<file path="src/params_pkg.sv">
`default_nettype none

package params_pkg;

  // ----------------------------------------
  // Widths
  // ----------------------------------------
  localparam int DATA_WIDTH   = 32;
  localparam int ADDR_WIDTH   = 32;
  localparam int SHAMT_WIDTH  = 5;
  localparam int OPCODE_WIDTH = 7;
  localparam int INSTR_WIDTH  = 32;

  // ----------------------------------------
  // Vector types
  // ----------------------------------------
  typedef logic [DATA_WIDTH-1:0]   word_t;
  typedef logic [ADDR_WIDTH-1:0]   addr_t;
  typedef logic [INSTR_WIDTH-1:0]  instr_word_t;
  typedef logic [OPCODE_WIDTH-1:0] opcode_t;
  typedef logic [2:0]              funct3_t;
  typedef logic [6:0]              funct7_t;
  typedef logic [SHAMT_WIDTH-1:0]  shamt_t;
  typedef logic                    access_size_t;

  // Memory access size.
  localparam access_size_t BYTE = 1'b0;
  localparam access_size_t WORD = 1'b1;

  // ----------------------------------------
  // Opcodes, RV32I encodings
  // ----------------------------------------
  localparam opcode_t OP_R      = 7'b0110011;
  localparam opcode_t OP_LOAD   = 7'b0000011;
  localparam opcode_t OP_STORE  = 7'b0100011;
  localparam opcode_t OP_BRANCH = 7'b1100011;
  localparam opcode_t OP_JAL    = 7'b1101111;
  localparam opcode_t OP_IMM    = 7'b0010011;
  localparam opcode_t OP_LUI    = 7'b0110111;
  localparam opcode_t OP_AUIPC  = 7'b0010111;
  localparam opcode_t OP_SYSTEM = 7'b1110011;

  // Branch conditions.
  localparam funct3_t F3_BEQ = 3'b000;
  localparam funct3_t F3_BNE = 3'b001;
  localparam funct3_t F3_BLT = 3'b100;
  localparam funct3_t F3_BGE = 3'b101;

  // ALU operations.
  localparam funct3_t F3_ADD = 3'b000;
  localparam funct3_t F3_SLL = 3'b001;
  localparam funct3_t F3_SLT = 3'b010;
  localparam funct3_t F3_XOR = 3'b100;
  localparam funct3_t F3_SRL = 3'b101;
  localparam funct3_t F3_OR  = 3'b110;
  localparam funct3_t F3_AND = 3'b111;

endpackage : params_pkg

`default_nettype wire

</file>
<file path="src/imm_decode.sv">
`default_nettype none

module imm_decode (
  input  wire  params_pkg::instr_word_t instr_i,
  output params_pkg::opcode_t           opcode_o,
  output params_pkg::funct3_t           funct3_o,
  output params_pkg::funct7_t           funct7_o,
  output params_pkg::shamt_t            shamt_o,
  output params_pkg::word_t             offset_sign_extend_o
);

  // Field slices.
  assign opcode_o = instr_i[6:0];
  assign funct3_o = instr_i[14:12];
  assign funct7_o = instr_i[31:25];
  assign shamt_o  = instr_i[24:20];

  // ----------------------------------------
  // Immediate per format
  // ----------------------------------------
  always_comb begin
    case (opcode_o)
      params_pkg::OP_LOAD,
      params_pkg::OP_IMM,
      params_pkg::OP_SYSTEM: begin
        offset_sign_extend_o = {{20{instr_i[31]}}, instr_i[31:20]};
      end
      params_pkg::OP_STORE: begin
        offset_sign_extend_o = {{20{instr_i[31]}}, instr_i[31:25], instr_i[11:7]};
      end
      params_pkg::OP_BRANCH: begin
        // Bit 0 is implied zero.
        offset_sign_extend_o = {{19{instr_i[31]}}, instr_i[31], instr_i[7],
                                instr_i[30:25], instr_i[11:8], 1'b0};
      end
      params_pkg::OP_JAL: begin
        offset_sign_extend_o = {{11{instr_i[31]}}, instr_i[31], instr_i[19:12],
                                instr_i[20], instr_i[30:21], 1'b0};
      end
      params_pkg::OP_LUI,
      params_pkg::OP_AUIPC: begin
        offset_sign_extend_o = {instr_i[31:12], 12'b0};
      end
      default: begin
        offset_sign_extend_o = '0;
      end
    endcase
  end

endmodule : imm_decode

`default_nettype wire

</file>
<file path="src/alu.sv">
`default_nettype none

module alu #(
  parameter int DATA_WIDTH = params_pkg::DATA_WIDTH
)(
  input  wire params_pkg::opcode_t opcode_i,
  input  wire params_pkg::funct3_t funct3_i,
  input  wire params_pkg::funct7_t funct7_i,
  input  wire logic [DATA_WIDTH-1:0] a_i,
  input  wire logic [DATA_WIDTH-1:0] b_i,
  output logic [DATA_WIDTH-1:0] result_o,
  output logic is_zero_o,
  output logic is_less_o
);

  localparam int SHIFT_BITS = $clog2(DATA_WIDTH);

  logic [DATA_WIDTH-1:0] sum;
  logic [DATA_WIDTH-1:0] diff;
  logic [SHIFT_BITS-1:0] shift;
  logic                  alt;
  logic                  lt;

  assign sum   = a_i + b_i;
  assign diff  = a_i - b_i;
  assign shift = b_i[SHIFT_BITS-1:0];
  assign lt    = $signed(a_i) < $signed(b_i);

  // Selects SUB and SRA.
  assign alt = funct7_i[5];

  // ----------------------------------------
  // Result
  // ----------------------------------------
  always_comb begin
    result_o = sum;
    case (opcode_i)
      params_pkg::OP_R,
      params_pkg::OP_IMM: begin
        case (funct3_i)
          params_pkg::F3_ADD: begin
            // Immediate form has no subtract.
            result_o = (opcode_i == params_pkg::OP_R && alt) ? diff : sum;
          end
          params_pkg::F3_SLL: begin
            result_o = a_i << shift;
          end
          params_pkg::F3_SLT: begin
            result_o = {{(DATA_WIDTH-1){1'b0}}, lt};
          end
          params_pkg::F3_XOR: begin
            result_o = a_i ^ b_i;
          end
          params_pkg::F3_SRL: begin
            if (alt) begin
              result_o = DATA_WIDTH'($signed(a_i) >>> shift);
            end else begin
              result_o = a_i >> shift;
            end
          end
          params_pkg::F3_OR: begin
            result_o = a_i | b_i;
          end
          params_pkg::F3_AND: begin
            result_o = a_i & b_i;
          end
          default: begin
            result_o = sum;
          end
        endcase
      end
      params_pkg::OP_BRANCH: begin
        result_o = diff;
      end
      default: begin
        // Address and pass-through forms add.
        result_o = sum;
      end
    endcase
  end

  // Equality for branches, since the result is a - b there.
  assign is_zero_o = (result_o == '0);
  assign is_less_o = lt;

endmodule : alu

`default_nettype wire

</file>
<file path="src/alu_stage.sv">
`default_nettype none

module alu_stage #(
  parameter int DATA_WIDTH  = params_pkg::DATA_WIDTH,
  parameter int ADDR_WIDTH  = params_pkg::ADDR_WIDTH,
  parameter int SHAMT_WIDTH = params_pkg::SHAMT_WIDTH
)(
  input  wire logic valid_i,
  input  wire logic [ADDR_WIDTH-1:0] pc_i,
  input  wire logic [DATA_WIDTH-1:0] data_a_i,
  input  wire logic [DATA_WIDTH-1:0] data_b_i,
  input  wire params_pkg::opcode_t opcode_i,
  input  wire params_pkg::funct3_t funct3_i,
  input  wire params_pkg::funct7_t funct7_i,
  input  wire logic [SHAMT_WIDTH-1:0] shamt_i,
  input  wire logic [DATA_WIDTH-1:0] offset_sign_extend_i,
  output logic mem_valid_o,
  output logic mem_is_load_o,
  output logic mem_is_store_o,
  output logic mem_reg_wr_en_o,
  output params_pkg::access_size_t mem_access_size_o,
  output logic [DATA_WIDTH-1:0] mem_alu_result_o,
  output logic [DATA_WIDTH-1:0] mem_rs2_data_o,
  output logic [DATA_WIDTH-1:0] data_to_reg_o,
  output logic is_instr_wbalu_o,
  output logic instr_finishes_o,
  output logic branch_taken_o,
  output logic is_jump_o,
  output logic [ADDR_WIDTH-1:0] pc_branch_offset_o,
  output logic [ADDR_WIDTH-1:0] jump_address_o
);

  // LB and SB.
  localparam params_pkg::funct3_t F3_MEM_BYTE = 3'b000;

  logic [DATA_WIDTH-1:0] alu_a;
  logic [DATA_WIDTH-1:0] alu_b;
  logic [DATA_WIDTH-1:0] alu_result;
  logic [DATA_WIDTH-1:0] shamt_ext;
  logic is_zero;
  logic is_less;

  assign shamt_ext = {{(DATA_WIDTH-SHAMT_WIDTH){1'b0}}, shamt_i};

  // ----------------------------------------
  // Control and operand selection
  // ----------------------------------------
  always_comb begin
    mem_valid_o       = 1'b0;
    mem_is_load_o     = 1'b0;
    mem_is_store_o    = 1'b0;
    mem_reg_wr_en_o   = 1'b0;
    mem_access_size_o = params_pkg::WORD;
    is_jump_o         = 1'b0;
    branch_taken_o    = 1'b0;
    is_instr_wbalu_o  = 1'b0;
    instr_finishes_o  = 1'b0;
    alu_a             = data_a_i;
    alu_b             = data_b_i;

    case (opcode_i)
      params_pkg::OP_R: begin
        is_instr_wbalu_o = valid_i;
        instr_finishes_o = valid_i;
      end
      params_pkg::OP_LOAD,
      params_pkg::OP_STORE: begin
        mem_valid_o     = valid_i;
        mem_is_load_o   = (opcode_i == params_pkg::OP_LOAD);
        mem_is_store_o  = (opcode_i == params_pkg::OP_STORE);
        mem_reg_wr_en_o = (opcode_i == params_pkg::OP_LOAD);
        alu_b           = offset_sign_extend_i;
        mem_access_size_o = (funct3_i == F3_MEM_BYTE) ? params_pkg::BYTE : params_pkg::WORD;
      end
      params_pkg::OP_BRANCH: begin
        instr_finishes_o = valid_i;
        case (funct3_i)
          params_pkg::F3_BEQ: branch_taken_o = valid_i & is_zero;
          params_pkg::F3_BNE: branch_taken_o = valid_i & ~is_zero;
          params_pkg::F3_BLT: branch_taken_o = valid_i & is_less;
          params_pkg::F3_BGE: branch_taken_o = valid_i & ~is_less;
          default:            branch_taken_o = 1'b0;
        endcase
      end
      params_pkg::OP_JAL: begin
        // Link value is pc + 4.
        is_jump_o        = valid_i;
        is_instr_wbalu_o = valid_i;
        instr_finishes_o = valid_i;
        alu_a            = DATA_WIDTH'(pc_i);
        alu_b            = DATA_WIDTH'(4);
      end
      params_pkg::OP_IMM: begin
        is_instr_wbalu_o = valid_i;
        instr_finishes_o = valid_i;
        case (funct3_i)
          params_pkg::F3_SLL,
          params_pkg::F3_SRL: alu_b = shamt_ext;
          default:            alu_b = offset_sign_extend_i;
        endcase
      end
      params_pkg::OP_LUI: begin
        is_instr_wbalu_o = valid_i;
        instr_finishes_o = valid_i;
        alu_a            = '0;
        alu_b            = offset_sign_extend_i;
      end
      params_pkg::OP_AUIPC: begin
        is_instr_wbalu_o = valid_i;
        instr_finishes_o = valid_i;
        alu_a            = DATA_WIDTH'(pc_i);
        alu_b            = offset_sign_extend_i;
      end
      params_pkg::OP_SYSTEM: begin
        is_instr_wbalu_o = valid_i;
        instr_finishes_o = valid_i;
        alu_b            = offset_sign_extend_i;
      end
      default: begin
      end
    endcase
  end

  assign data_to_reg_o    = alu_result;
  assign mem_alu_result_o = alu_result;
  assign mem_rs2_data_o   = data_b_i;

  // Both targets are pc relative.
  assign pc_branch_offset_o = pc_i + ADDR_WIDTH'(offset_sign_extend_i);
  assign jump_address_o     = pc_i + ADDR_WIDTH'(offset_sign_extend_i);

  alu #(
    .DATA_WIDTH (DATA_WIDTH)
  ) alu_i (
    .opcode_i  (opcode_i),
    .funct3_i  (funct3_i),
    .funct7_i  (funct7_i),
    .a_i       (alu_a),
    .b_i       (alu_b),
    .result_o  (alu_result),
    .is_zero_o (is_zero),
    .is_less_o (is_less)
  );

  // ----------------------------------------
  // Checks
  // ----------------------------------------
  // A branch sees equal operands only through a zero ALU difference.
  assert final (!(valid_i && opcode_i == params_pkg::OP_BRANCH) ||
                (is_zero == (data_a_i == data_b_i)))
    else $error("ALU zero flag disagrees with operand equality on a branch");

endmodule : alu_stage

`default_nettype wire

</file>
<file path="src/ex_mem_reg.sv">
`default_nettype none

module ex_mem_reg #(
  parameter int DATA_WIDTH = params_pkg::DATA_WIDTH
)(
  input  wire logic clk_i,
  input  wire logic rst_i,
  input  wire logic mem_stall_i,
  input  wire logic valid_i,
  input  wire logic is_load_i,
  input  wire logic is_store_i,
  input  wire logic reg_wr_en_i,
  input  wire params_pkg::access_size_t access_size_i,
  input  wire logic [DATA_WIDTH-1:0] alu_result_i,
  input  wire logic [DATA_WIDTH-1:0] rs2_data_i,
  output logic mem_valid_o,
  output logic mem_is_load_o,
  output logic mem_is_store_o,
  output logic mem_reg_wr_en_o,
  output params_pkg::access_size_t mem_access_size_o,
  output logic [DATA_WIDTH-1:0] mem_alu_result_o,
  output logic [DATA_WIDTH-1:0] mem_rs2_data_o
);

  // Reset wins over the stall.
  always_ff @(posedge clk_i) begin
    if (rst_i) begin
      mem_valid_o       <= 1'b0;
      mem_is_load_o     <= 1'b0;
      mem_is_store_o    <= 1'b0;
      mem_reg_wr_en_o   <= 1'b0;
      mem_access_size_o <= params_pkg::BYTE;
      mem_alu_result_o  <= '0;
      mem_rs2_data_o    <= '0;
    end else if (!mem_stall_i) begin
      mem_valid_o       <= valid_i;
      mem_is_load_o     <= is_load_i;
      mem_is_store_o    <= is_store_i;
      mem_reg_wr_en_o   <= reg_wr_en_i;
      mem_access_size_o <= access_size_i;
      mem_alu_result_o  <= alu_result_i;
      mem_rs2_data_o    <= rs2_data_i;
    end
  end

  // ----------------------------------------
  // Checks
  // ----------------------------------------
  // The memory stage sees a frozen slot for the whole stall.
  stall_holds_a : assert property (
    @(posedge clk_i) disable iff (rst_i)
    mem_stall_i |=> $stable({mem_valid_o, mem_is_load_o, mem_is_store_o, mem_reg_wr_en_o,
                             mem_access_size_o, mem_alu_result_o, mem_rs2_data_o})
  ) else $error("EX/MEM register changed during a stall");

endmodule : ex_mem_reg

`default_nettype wire

</file>
<file path="src/exec_unit.sv">
`default_nettype none

module exec_unit #(
  parameter int DATA_WIDTH  = params_pkg::DATA_WIDTH,
  parameter int ADDR_WIDTH  = params_pkg::ADDR_WIDTH,
  parameter int SHAMT_WIDTH = params_pkg::SHAMT_WIDTH
)(
  input  wire logic clk_i,
  input  wire logic rst_i,
  input  wire logic valid_i,
  input  wire logic mem_stall_i,
  input  wire params_pkg::instr_word_t instr_i,
  input  wire logic [ADDR_WIDTH-1:0] pc_i,
  input  wire logic [DATA_WIDTH-1:0] data_a_i,
  input  wire logic [DATA_WIDTH-1:0] data_b_i,
  output logic [DATA_WIDTH-1:0] data_to_reg_o,
  output logic is_instr_wbalu_o,
  output logic instr_finishes_o,
  output logic branch_taken_o,
  output logic is_jump_o,
  output logic [ADDR_WIDTH-1:0] pc_branch_offset_o,
  output logic [ADDR_WIDTH-1:0] jump_address_o,
  output logic mem_valid_o,
  output logic mem_is_load_o,
  output logic mem_is_store_o,
  output logic mem_reg_wr_en_o,
  output params_pkg::access_size_t mem_access_size_o,
  output logic [DATA_WIDTH-1:0] mem_alu_result_o,
  output logic [DATA_WIDTH-1:0] mem_rs2_data_o
);

  params_pkg::opcode_t opcode;
  params_pkg::funct3_t funct3;
  params_pkg::funct7_t funct7;
  params_pkg::shamt_t  shamt;
  params_pkg::word_t   offset_sign_extend;

  // Same-cycle memory fields ahead of the register.
  logic ex_valid;
  logic ex_is_load;
  logic ex_is_store;
  logic ex_reg_wr_en;
  params_pkg::access_size_t ex_access_size;
  logic [DATA_WIDTH-1:0] ex_alu_result;
  logic [DATA_WIDTH-1:0] ex_rs2_data;

  imm_decode imm_decode_i (
    .instr_i              (instr_i),
    .opcode_o             (opcode),
    .funct3_o             (funct3),
    .funct7_o             (funct7),
    .shamt_o              (shamt),
    .offset_sign_extend_o (offset_sign_extend)
  );

  alu_stage #(
    .DATA_WIDTH  (DATA_WIDTH),
    .ADDR_WIDTH  (ADDR_WIDTH),
    .SHAMT_WIDTH (SHAMT_WIDTH)
  ) alu_stage_i (
    .valid_i              (valid_i),
    .pc_i                 (pc_i),
    .data_a_i             (data_a_i),
    .data_b_i             (data_b_i),
    .opcode_i             (opcode),
    .funct3_i             (funct3),
    .funct7_i             (funct7),
    .shamt_i              (shamt),
    .offset_sign_extend_i (offset_sign_extend),
    .mem_valid_o          (ex_valid),
    .mem_is_load_o        (ex_is_load),
    .mem_is_store_o       (ex_is_store),
    .mem_reg_wr_en_o      (ex_reg_wr_en),
    .mem_access_size_o    (ex_access_size),
    .mem_alu_result_o     (ex_alu_result),
    .mem_rs2_data_o       (ex_rs2_data),
    .data_to_reg_o        (data_to_reg_o),
    .is_instr_wbalu_o     (is_instr_wbalu_o),
    .instr_finishes_o     (instr_finishes_o),
    .branch_taken_o       (branch_taken_o),
    .is_jump_o            (is_jump_o),
    .pc_branch_offset_o   (pc_branch_offset_o),
    .jump_address_o       (jump_address_o)
  );

  ex_mem_reg #(
    .DATA_WIDTH (DATA_WIDTH)
  ) ex_mem_reg_i (
    .clk_i             (clk_i),
    .rst_i             (rst_i),
    .mem_stall_i       (mem_stall_i),
    .valid_i           (ex_valid),
    .is_load_i         (ex_is_load),
    .is_store_i        (ex_is_store),
    .reg_wr_en_i       (ex_reg_wr_en),
    .access_size_i     (ex_access_size),
    .alu_result_i      (ex_alu_result),
    .rs2_data_i        (ex_rs2_data),
    .mem_valid_o       (mem_valid_o),
    .mem_is_load_o     (mem_is_load_o),
    .mem_is_store_o    (mem_is_store_o),
    .mem_reg_wr_en_o   (mem_reg_wr_en_o),
    .mem_access_size_o (mem_access_size_o),
    .mem_alu_result_o  (mem_alu_result_o),
    .mem_rs2_data_o    (mem_rs2_data_o)
  );

endmodule : exec_unit

`default_nettype wire

</file>
<file path="config.mk">
export PLATFORM = sky130hd
export DESIGN_NAME = exec_unit
export DESIGN_NICKNAME = d
export VERILOG_FILES = /design/src/params_pkg.sv /design/src/imm_decode.sv /design/src/alu.sv /design/src/alu_stage.sv /design/src/ex_mem_reg.sv /design/src/exec_unit.sv
export SDC_FILE = /design/constraint.sdc
export NUM_CORES = 1
export LEC_CHECK = 0
export BUFFER_PORTS_ARGS = -buffer_cell sky130_fd_sc_hd__buf_2
export CELL_PAD_IN_SITES_DETAIL_PLACEMENT = 0
export CELL_PAD_IN_SITES_GLOBAL_PLACEMENT = 1
export CORE_ASPECT_RATIO = 2
export CORE_MARGIN = 5
export CORE_UTILIZATION = 37
export DETAILED_ROUTE_END_ITERATION = 16
export PLACE_DENSITY_LB_ADDON = 0.1
export SLEW_MARGIN = 5
export SYNTH_ARGS = -nofsm -noshare
export SYNTH_HDL_FRONTEND = slang
export SYNTH_SLANG_ARGS = --single-unit
</file>
<file path="constraint.sdc">
create_clock -name clk_i -period 9.1 [get_ports clk_i]
set_input_delay 1.82 -clock clk_i [delete_from_list [all_inputs] [get_ports clk_i]]
set_output_delay 1.82 -clock clk_i [all_outputs]
set_load 0.02 [all_outputs]
</file>
# Word level (Yosys, flattened, before mapping)
# Cells that the tools add are included.
# op_classes
n_eq_ne	15
add_sub_neg	3
shift	3
reduce_logical	12
n_lt_le_gt_ge	1
n_mux	18
bitwise_logic	9
# op_table
operator	count
32-bit case mux with 7 select lines	1
32-bit case mux with 5 select lines	1
32-bit case mux with 2 select lines	2
32-bit 2-to-1 mux	3
32-bit case mux with 3 select lines	1
32-bit adder	2
32-bit AND	1
32-bit zero test	1
32-bit less-than comparator	1
32-bit OR	1
32-bit by 5-bit << shifter with 32-bit output	1
32-bit by 5-bit right shift with 32-bit output	1
32-bit by 5-bit >>> shifter with 32-bit output	1
32-bit subtractor	1
32-bit bitwise XOR	1
7-bit by 6-bit == test with 1-bit output (second input constant)	3
7-bit == test (second input constant)	3
7-bit by 5-bit == test with 1-bit output (second input constant)	2
3-bit == test (second input constant)	4
2-bit OR reduction	5
1-bit 2-to-1 mux	9
7-bit by 2-bit == test with 1-bit output (second input constant)	1
7-bit OR reduction	1
6-bit OR reduction	1
9 further kinds	13
# word_totals
output_inout_bits	169
ff_bits	68
in_bits	132
wordCells	67

# Depth between registers and ports, before layout
# logic_depth
depth_word	14
mapped_depth	28
depth_no_buf	22

# Hierarchy
# A second synthesis with hierarchy kept.
# hier_totals
hier_cells	2522
area_unflattened_um2	18313.8
# by_module_without_submodules
mod	seq_area_each_um2	cells_per_inst	area_per_inst_um2	n_inst
alu	0.0	1708	11564.8	1
alu_stage	0.0	506	3657.3	1
ex_mem_reg	1381.3	223	2439.8	1
imm_decode	0.0	85	651.9	1

# Worst setup path before layout
# OpenSTA, ideal clock, no wires.
# synth_timing
path_kind	input-to-output
start	input port instr_i[2]
end	output port branch_taken_o
stages	26
path_buffers	6
required_ns	7.280
setup_slack_ns	-0.585
arrival_ns	7.865
cell_sequence	buf_2 -> and3b_1 -> and2_1 -> clkbuf_1 -> a31o_1 -> buf_2 -> a221oi_2 -> clkbuf_1 -> buf_1 -> clkbuf_1 -> ha_1 -> or4_1 -> o21ai_0 -> o21bai_1 -> o31a_1 -> a21oi_1 -> o41ai_1 -> nor3b_1 -> or3_1 -> a31oi_1 -> a21oi_1 -> o21ai_0 -> nor4_1 -> nand4_1 -> mux2i_1 -> nand2_1
# synth_via
elab_chain_cells	14
elab_cells_between_ends	41
cone_classes	add/sub (2); order compare (1); eq/ne (9); shift (3); mux (10); bitwise (9); reduce/logical (7)
# synth_rtl
element	line_no	text
start, declared	exec_unit.sv:12	input wire params_pkg::instr_word_t instr_i,
7-bit == test, or another cell as far along	imm_decode.sv:22, alu_stage.sv:61	
3-bit OR reduction / 2-bit OR reduction (equally long branches)	imm_decode.sv:22	case (opcode_o)
32-bit case mux with 5 select lines	imm_decode.sv:22	
32-bit 2-to-1 mux	alu_stage.sv:96	case (funct3_i)
32-bit case mux with 3 select lines	alu_stage.sv:61	case (opcode_i)
32-bit adder, or another cell as far along	alu.sv:24	assign sum = a_i + b_i;
32-bit 2-to-1 mux (on tied branches)	alu.sv:43, alu.sv:55	
32-bit case mux with 7 select lines	alu.sv:40	case (funct3_i)
32-bit case mux with 2 select lines (*)	alu.sv:37	case (opcode_i)
named net data_to_reg_o[27]	exec_unit.sv:16	output logic [DATA_WIDTH-1:0] data_to_reg_o,
32-bit zero test (*)	alu.sv:83	assign is_zero_o = (result_o == '0);
1-bit inverter	alu_stage.sv:79	params_pkg::F3_BNE: branch_taken_o = valid_i & ~is_zero;
1-bit AND	alu_stage.sv:79	
1-bit case mux with 4 select lines (*)	alu_stage.sv:77	case (funct3_i)
1-bit 2-to-1 mux (*)	alu_stage.sv:61	
end, declared	exec_unit.sv:19	output logic branch_taken_o,
# Mark *: on every way through the listed nets, which the timed path passes. The rest lies on a longest branch.

# Worst setup path after layout
# layout_timing
start	input port instr_i[5]
end	output port branch_taken_o
# layout_via
elab_chain_cells	14
elab_cells_between_ends	41
cone_classes	add/sub (2); order compare (1); eq/ne (9); shift (3); mux (10); bitwise (9); reduce/logical (7)
# layout_rtl
element	line_no
7-bit == test, or another cell as far along	imm_decode.sv:22, alu_stage.sv:61
3-bit OR reduction / 2-bit OR reduction (equally long branches)	imm_decode.sv:22
32-bit case mux with 5 select lines	imm_decode.sv:22
32-bit 2-to-1 mux	alu_stage.sv:96
32-bit case mux with 3 select lines	alu_stage.sv:61
32-bit adder, or another cell as far along	alu.sv:24
32-bit 2-to-1 mux (on tied branches)	alu.sv:43, alu.sv:55
32-bit case mux with 7 select lines	alu.sv:40
32-bit case mux with 2 select lines	alu.sv:37
32-bit zero test	alu.sv:83
1-bit inverter	alu_stage.sv:79
1-bit AND	alu_stage.sv:79
1-bit case mux with 4 select lines	alu_stage.sv:77
1-bit 2-to-1 mux (*)	alu_stage.sv:61
# Every way passes the cells marked *; elsewhere a longest branch is shown, timed or not.

==> summary.txt <==
Reg2Reg Setup Slack: 8.35 ns
Top Metal Used: met5
area grow syn2layout: 28.0%
Die X: 155 µm
worst path required time: 7.28 ns
core footprint: 41,900 µm²
CP Capture Type: output port
die area: 46,800 µm²
Wirelength per Cell: 31.7 µm
highest clock rate: 0.110 GHz
final hold vios: 0
most frequent cell after synthesis: nor2_1
CTS tree: built
H-tree depth: 3
CP Class: in2out
FFs w/ async S/R, synth: 0%
syn nets: 2,598
std cell rows: 106
crit start category: input port
max-capacitance violation count: 0
post-route insts no fill: 3,326
final setup margin: -0.00227 ns
synth top area cells: ha_1, dfxtp_1, a21oi_1, nor2_1, mux2i_1
Final Slew Violations: 0
I/O pins: 301
pin count of the biggest net entering global routing: 74
first drt pass iteration count: 7
PortBufs: 300
Tot GR Track Use: 43.9%
hold crit path type: reg2reg
Post-synth top cells: nor2_1, a21oi_1, nand2_1
met3 wire len: 8840 µm
Pleak: 9.52 nW
fin crit share: 100%
Data arrival, critical path: 7.28 ns
Initial DRC Count: 2,352
Final ANT Viol Nets: 0
Tmin final: 9.10 ns
Num CTS Buffers: 9
vias: 21,900
DP Worst Slack: -0.113 ns
Vias/cell: 6.60
clock skew: 0 ns
initial antenna violation count: 14
Max-slew headroom: 8.76%
failing checks: negative setup slack
synthesis-stage register bit count: 68
DRC Markers: 0
# setup viols final: 1
initial core utilization: 37.3%
area of all placed cells without fillers: 20,000 µm²
number of synthesized flops with an enable pin: 0
Syn Std Cell Area: 15,600 µm²
dpl hpwl: 84,600 µm
Worst-Skew Late Latency: 0.38 ns
dpl cell area: 19,300 µm²
Synth top area share: 9.75%
total grt overflow: 0
placed cell count: 3,290
Clock Path Buffers: 2
gp weighted congestion: 1.13
DR WL met2: 49,800 µm
vias in the first global route: 21,700
VDD IR-drop max: 159 µV
clock root buffer: clkbuf_16
Die Y: 301 µm
Yosys warnings: 0
CTS clk-pin slew, worst paths: 0.07 ns
Primary FF master, synth: dfxtp_1
clk sinks: 68
Slew @ Worst Pin: 1.36 ns
number of library cell types mapped by synthesis: 89
Final Routed Wirelength: 105,000 µm
dominant cell type by area after synthesis: ha_1
CP max FO: 16
Final nets: 3,023
DRT met1 WL: 33,600 µm
cell area power density: 121 nW/µm²
status: finished, violations left
ratio of cells with drive above 1 in the final layout: 27.1%
setup TNS after final layout: -0.00227 ns
fillers: 4,427
Synth Area per Inst: 6.68 µm²
global-route wire length before repair: 150,000 µm
post-synthesis cell count: 2,341
sequential area share after synthesis: 8.70%
## flip-flops by register name, indices dropped and copies added, names as in the netlist
| register | cells |
|---|---|
| ex_mem_reg_i.mem_is_store_o | 1 |
| ex_mem_reg_i.mem_alu_result_o | 32 |
| ex_mem_reg_i.mem_reg_wr_en_o | 1 |
| ex_mem_reg_i.mem_valid_o | 1 |
| ex_mem_reg_i.mem_rs2_data_o | 32 |
| ex_mem_reg_i.mem_access_size_o | 1 |
## cells by family (layout without fill, tap and decap cells)
group,after synthesis,count (layout),share of synthesized area [%]
simple gates,784,784,23.6
fa+ha+maj,128,128,10.3
mux,103,103,7.60
other cells,0,15,0
xor+xnor,77,77,4.31
flops,68,68,8.70
compound gates,849,849,36.3
buf+inv,332,762,9.14
## routing by layer
metal,GRT usage [%],vias to the layer above
met5,0.974,-
li1,-,9547
met2,72.8,1476
met1,42.1,10300
met3,13.1,582
met4,42.7,6
## critical path, stage by stage
cell and delay [ns]:
clkbuf_4 0.20, or4b_1 0.54, a21oi_2 0.24, buf_4 0.24, buf_4 0.26, a22o_1 0.33, inv_1 0.22, a2111oi_0 0.72
nor4_1 0.13, buf_4 0.19, a32oi_1 0.48, o221ai_1 0.24, a21oi_1 0.35, nor4_1 0.11, buf_4 0.16, nand3b_1 0.21
nor4_4 0.09, buf_4 0.16, nand4_1 0.11, mux2i_1 0.20, nand2_1 0.09, buf_2 0.18
## power by group
group	leakage (nW)	switching, mW	internal, mW	total (mW)
registers	0.561	0.0120	0.323	0.335
logic	8.82	1.09	0.595	1.69
clock network	0.144	0.179	0.216	0.395
## cell type report
| cell class | count | area (µm²) | share of cell area (%) |
|---|---|---|---|
| diodes | 15 | 37.5 | 0.187 |
| clock buffers | 9 | 225 | 1.12 |
| clock inverters | 7 | 80.1 | 0.400 |
| inverters | 132 | 495 | 2.47 |
| multi-input cells | 1941 | 13200 | 66.0 |
| flip-flops and latches | 68 | 1360 | 6.80 |
| well taps | 540 | 676 | 3.37 |
| repair buffers | 614 | 3950 | 19.7 |
## per-stage QoR
| stage | power (mW) | hold slack (ns) | util, % |
|---|---|---|---|
| floorplan | 1.21 | 0.548 | - |
| global placement | 1.91 | 0.466 | 46.1 |
| detailed placement | 1.92 | 0.474 | 46.1 |
| CTS | 2.33 | 0.492 | 46.9 |
| global route | 2.51 | 0.506 | 47.7 |
| finish | 2.42 | 0.480 | 47.8 |
## placed cells by master (no fill, tap or decap), drive strengths merged, types with 62 or more instances in the layout
master,instances
buf,612
o21ai,123
nor2,264
nand2,157
a21oi,250
mux2i,84
xnor2,62
dfxtp,68
nor3,132
inv,134
ha,122
## timing repair
item / CTS / global route
buffers inserted: 0 / 5
resized for setup: 7 / 74
hold buffers: 0 / 0
pin swaps: 0 / 14
setup endpoints to repair: 3 / 8
cloned: 0 / 0
## path summary, 6_finish.rpt
path         cells past startpoint                             end                            from
max                             22                  branch_taken_o                      instr_i[5]
min                              2  ex_mem_reg_i.mem_access_size_o  ex_mem_reg_i.mem_access_size_o
max reg2reg                      2    ex_mem_reg_i.mem_reg_wr_en_o    ex_mem_reg_i.mem_reg_wr_en_o
min reg2reg                      2  ex_mem_reg_i.mem_access_size_o  ex_mem_reg_i.mem_access_size_o
Note: power is estimated with default switching activity, not from simulation.
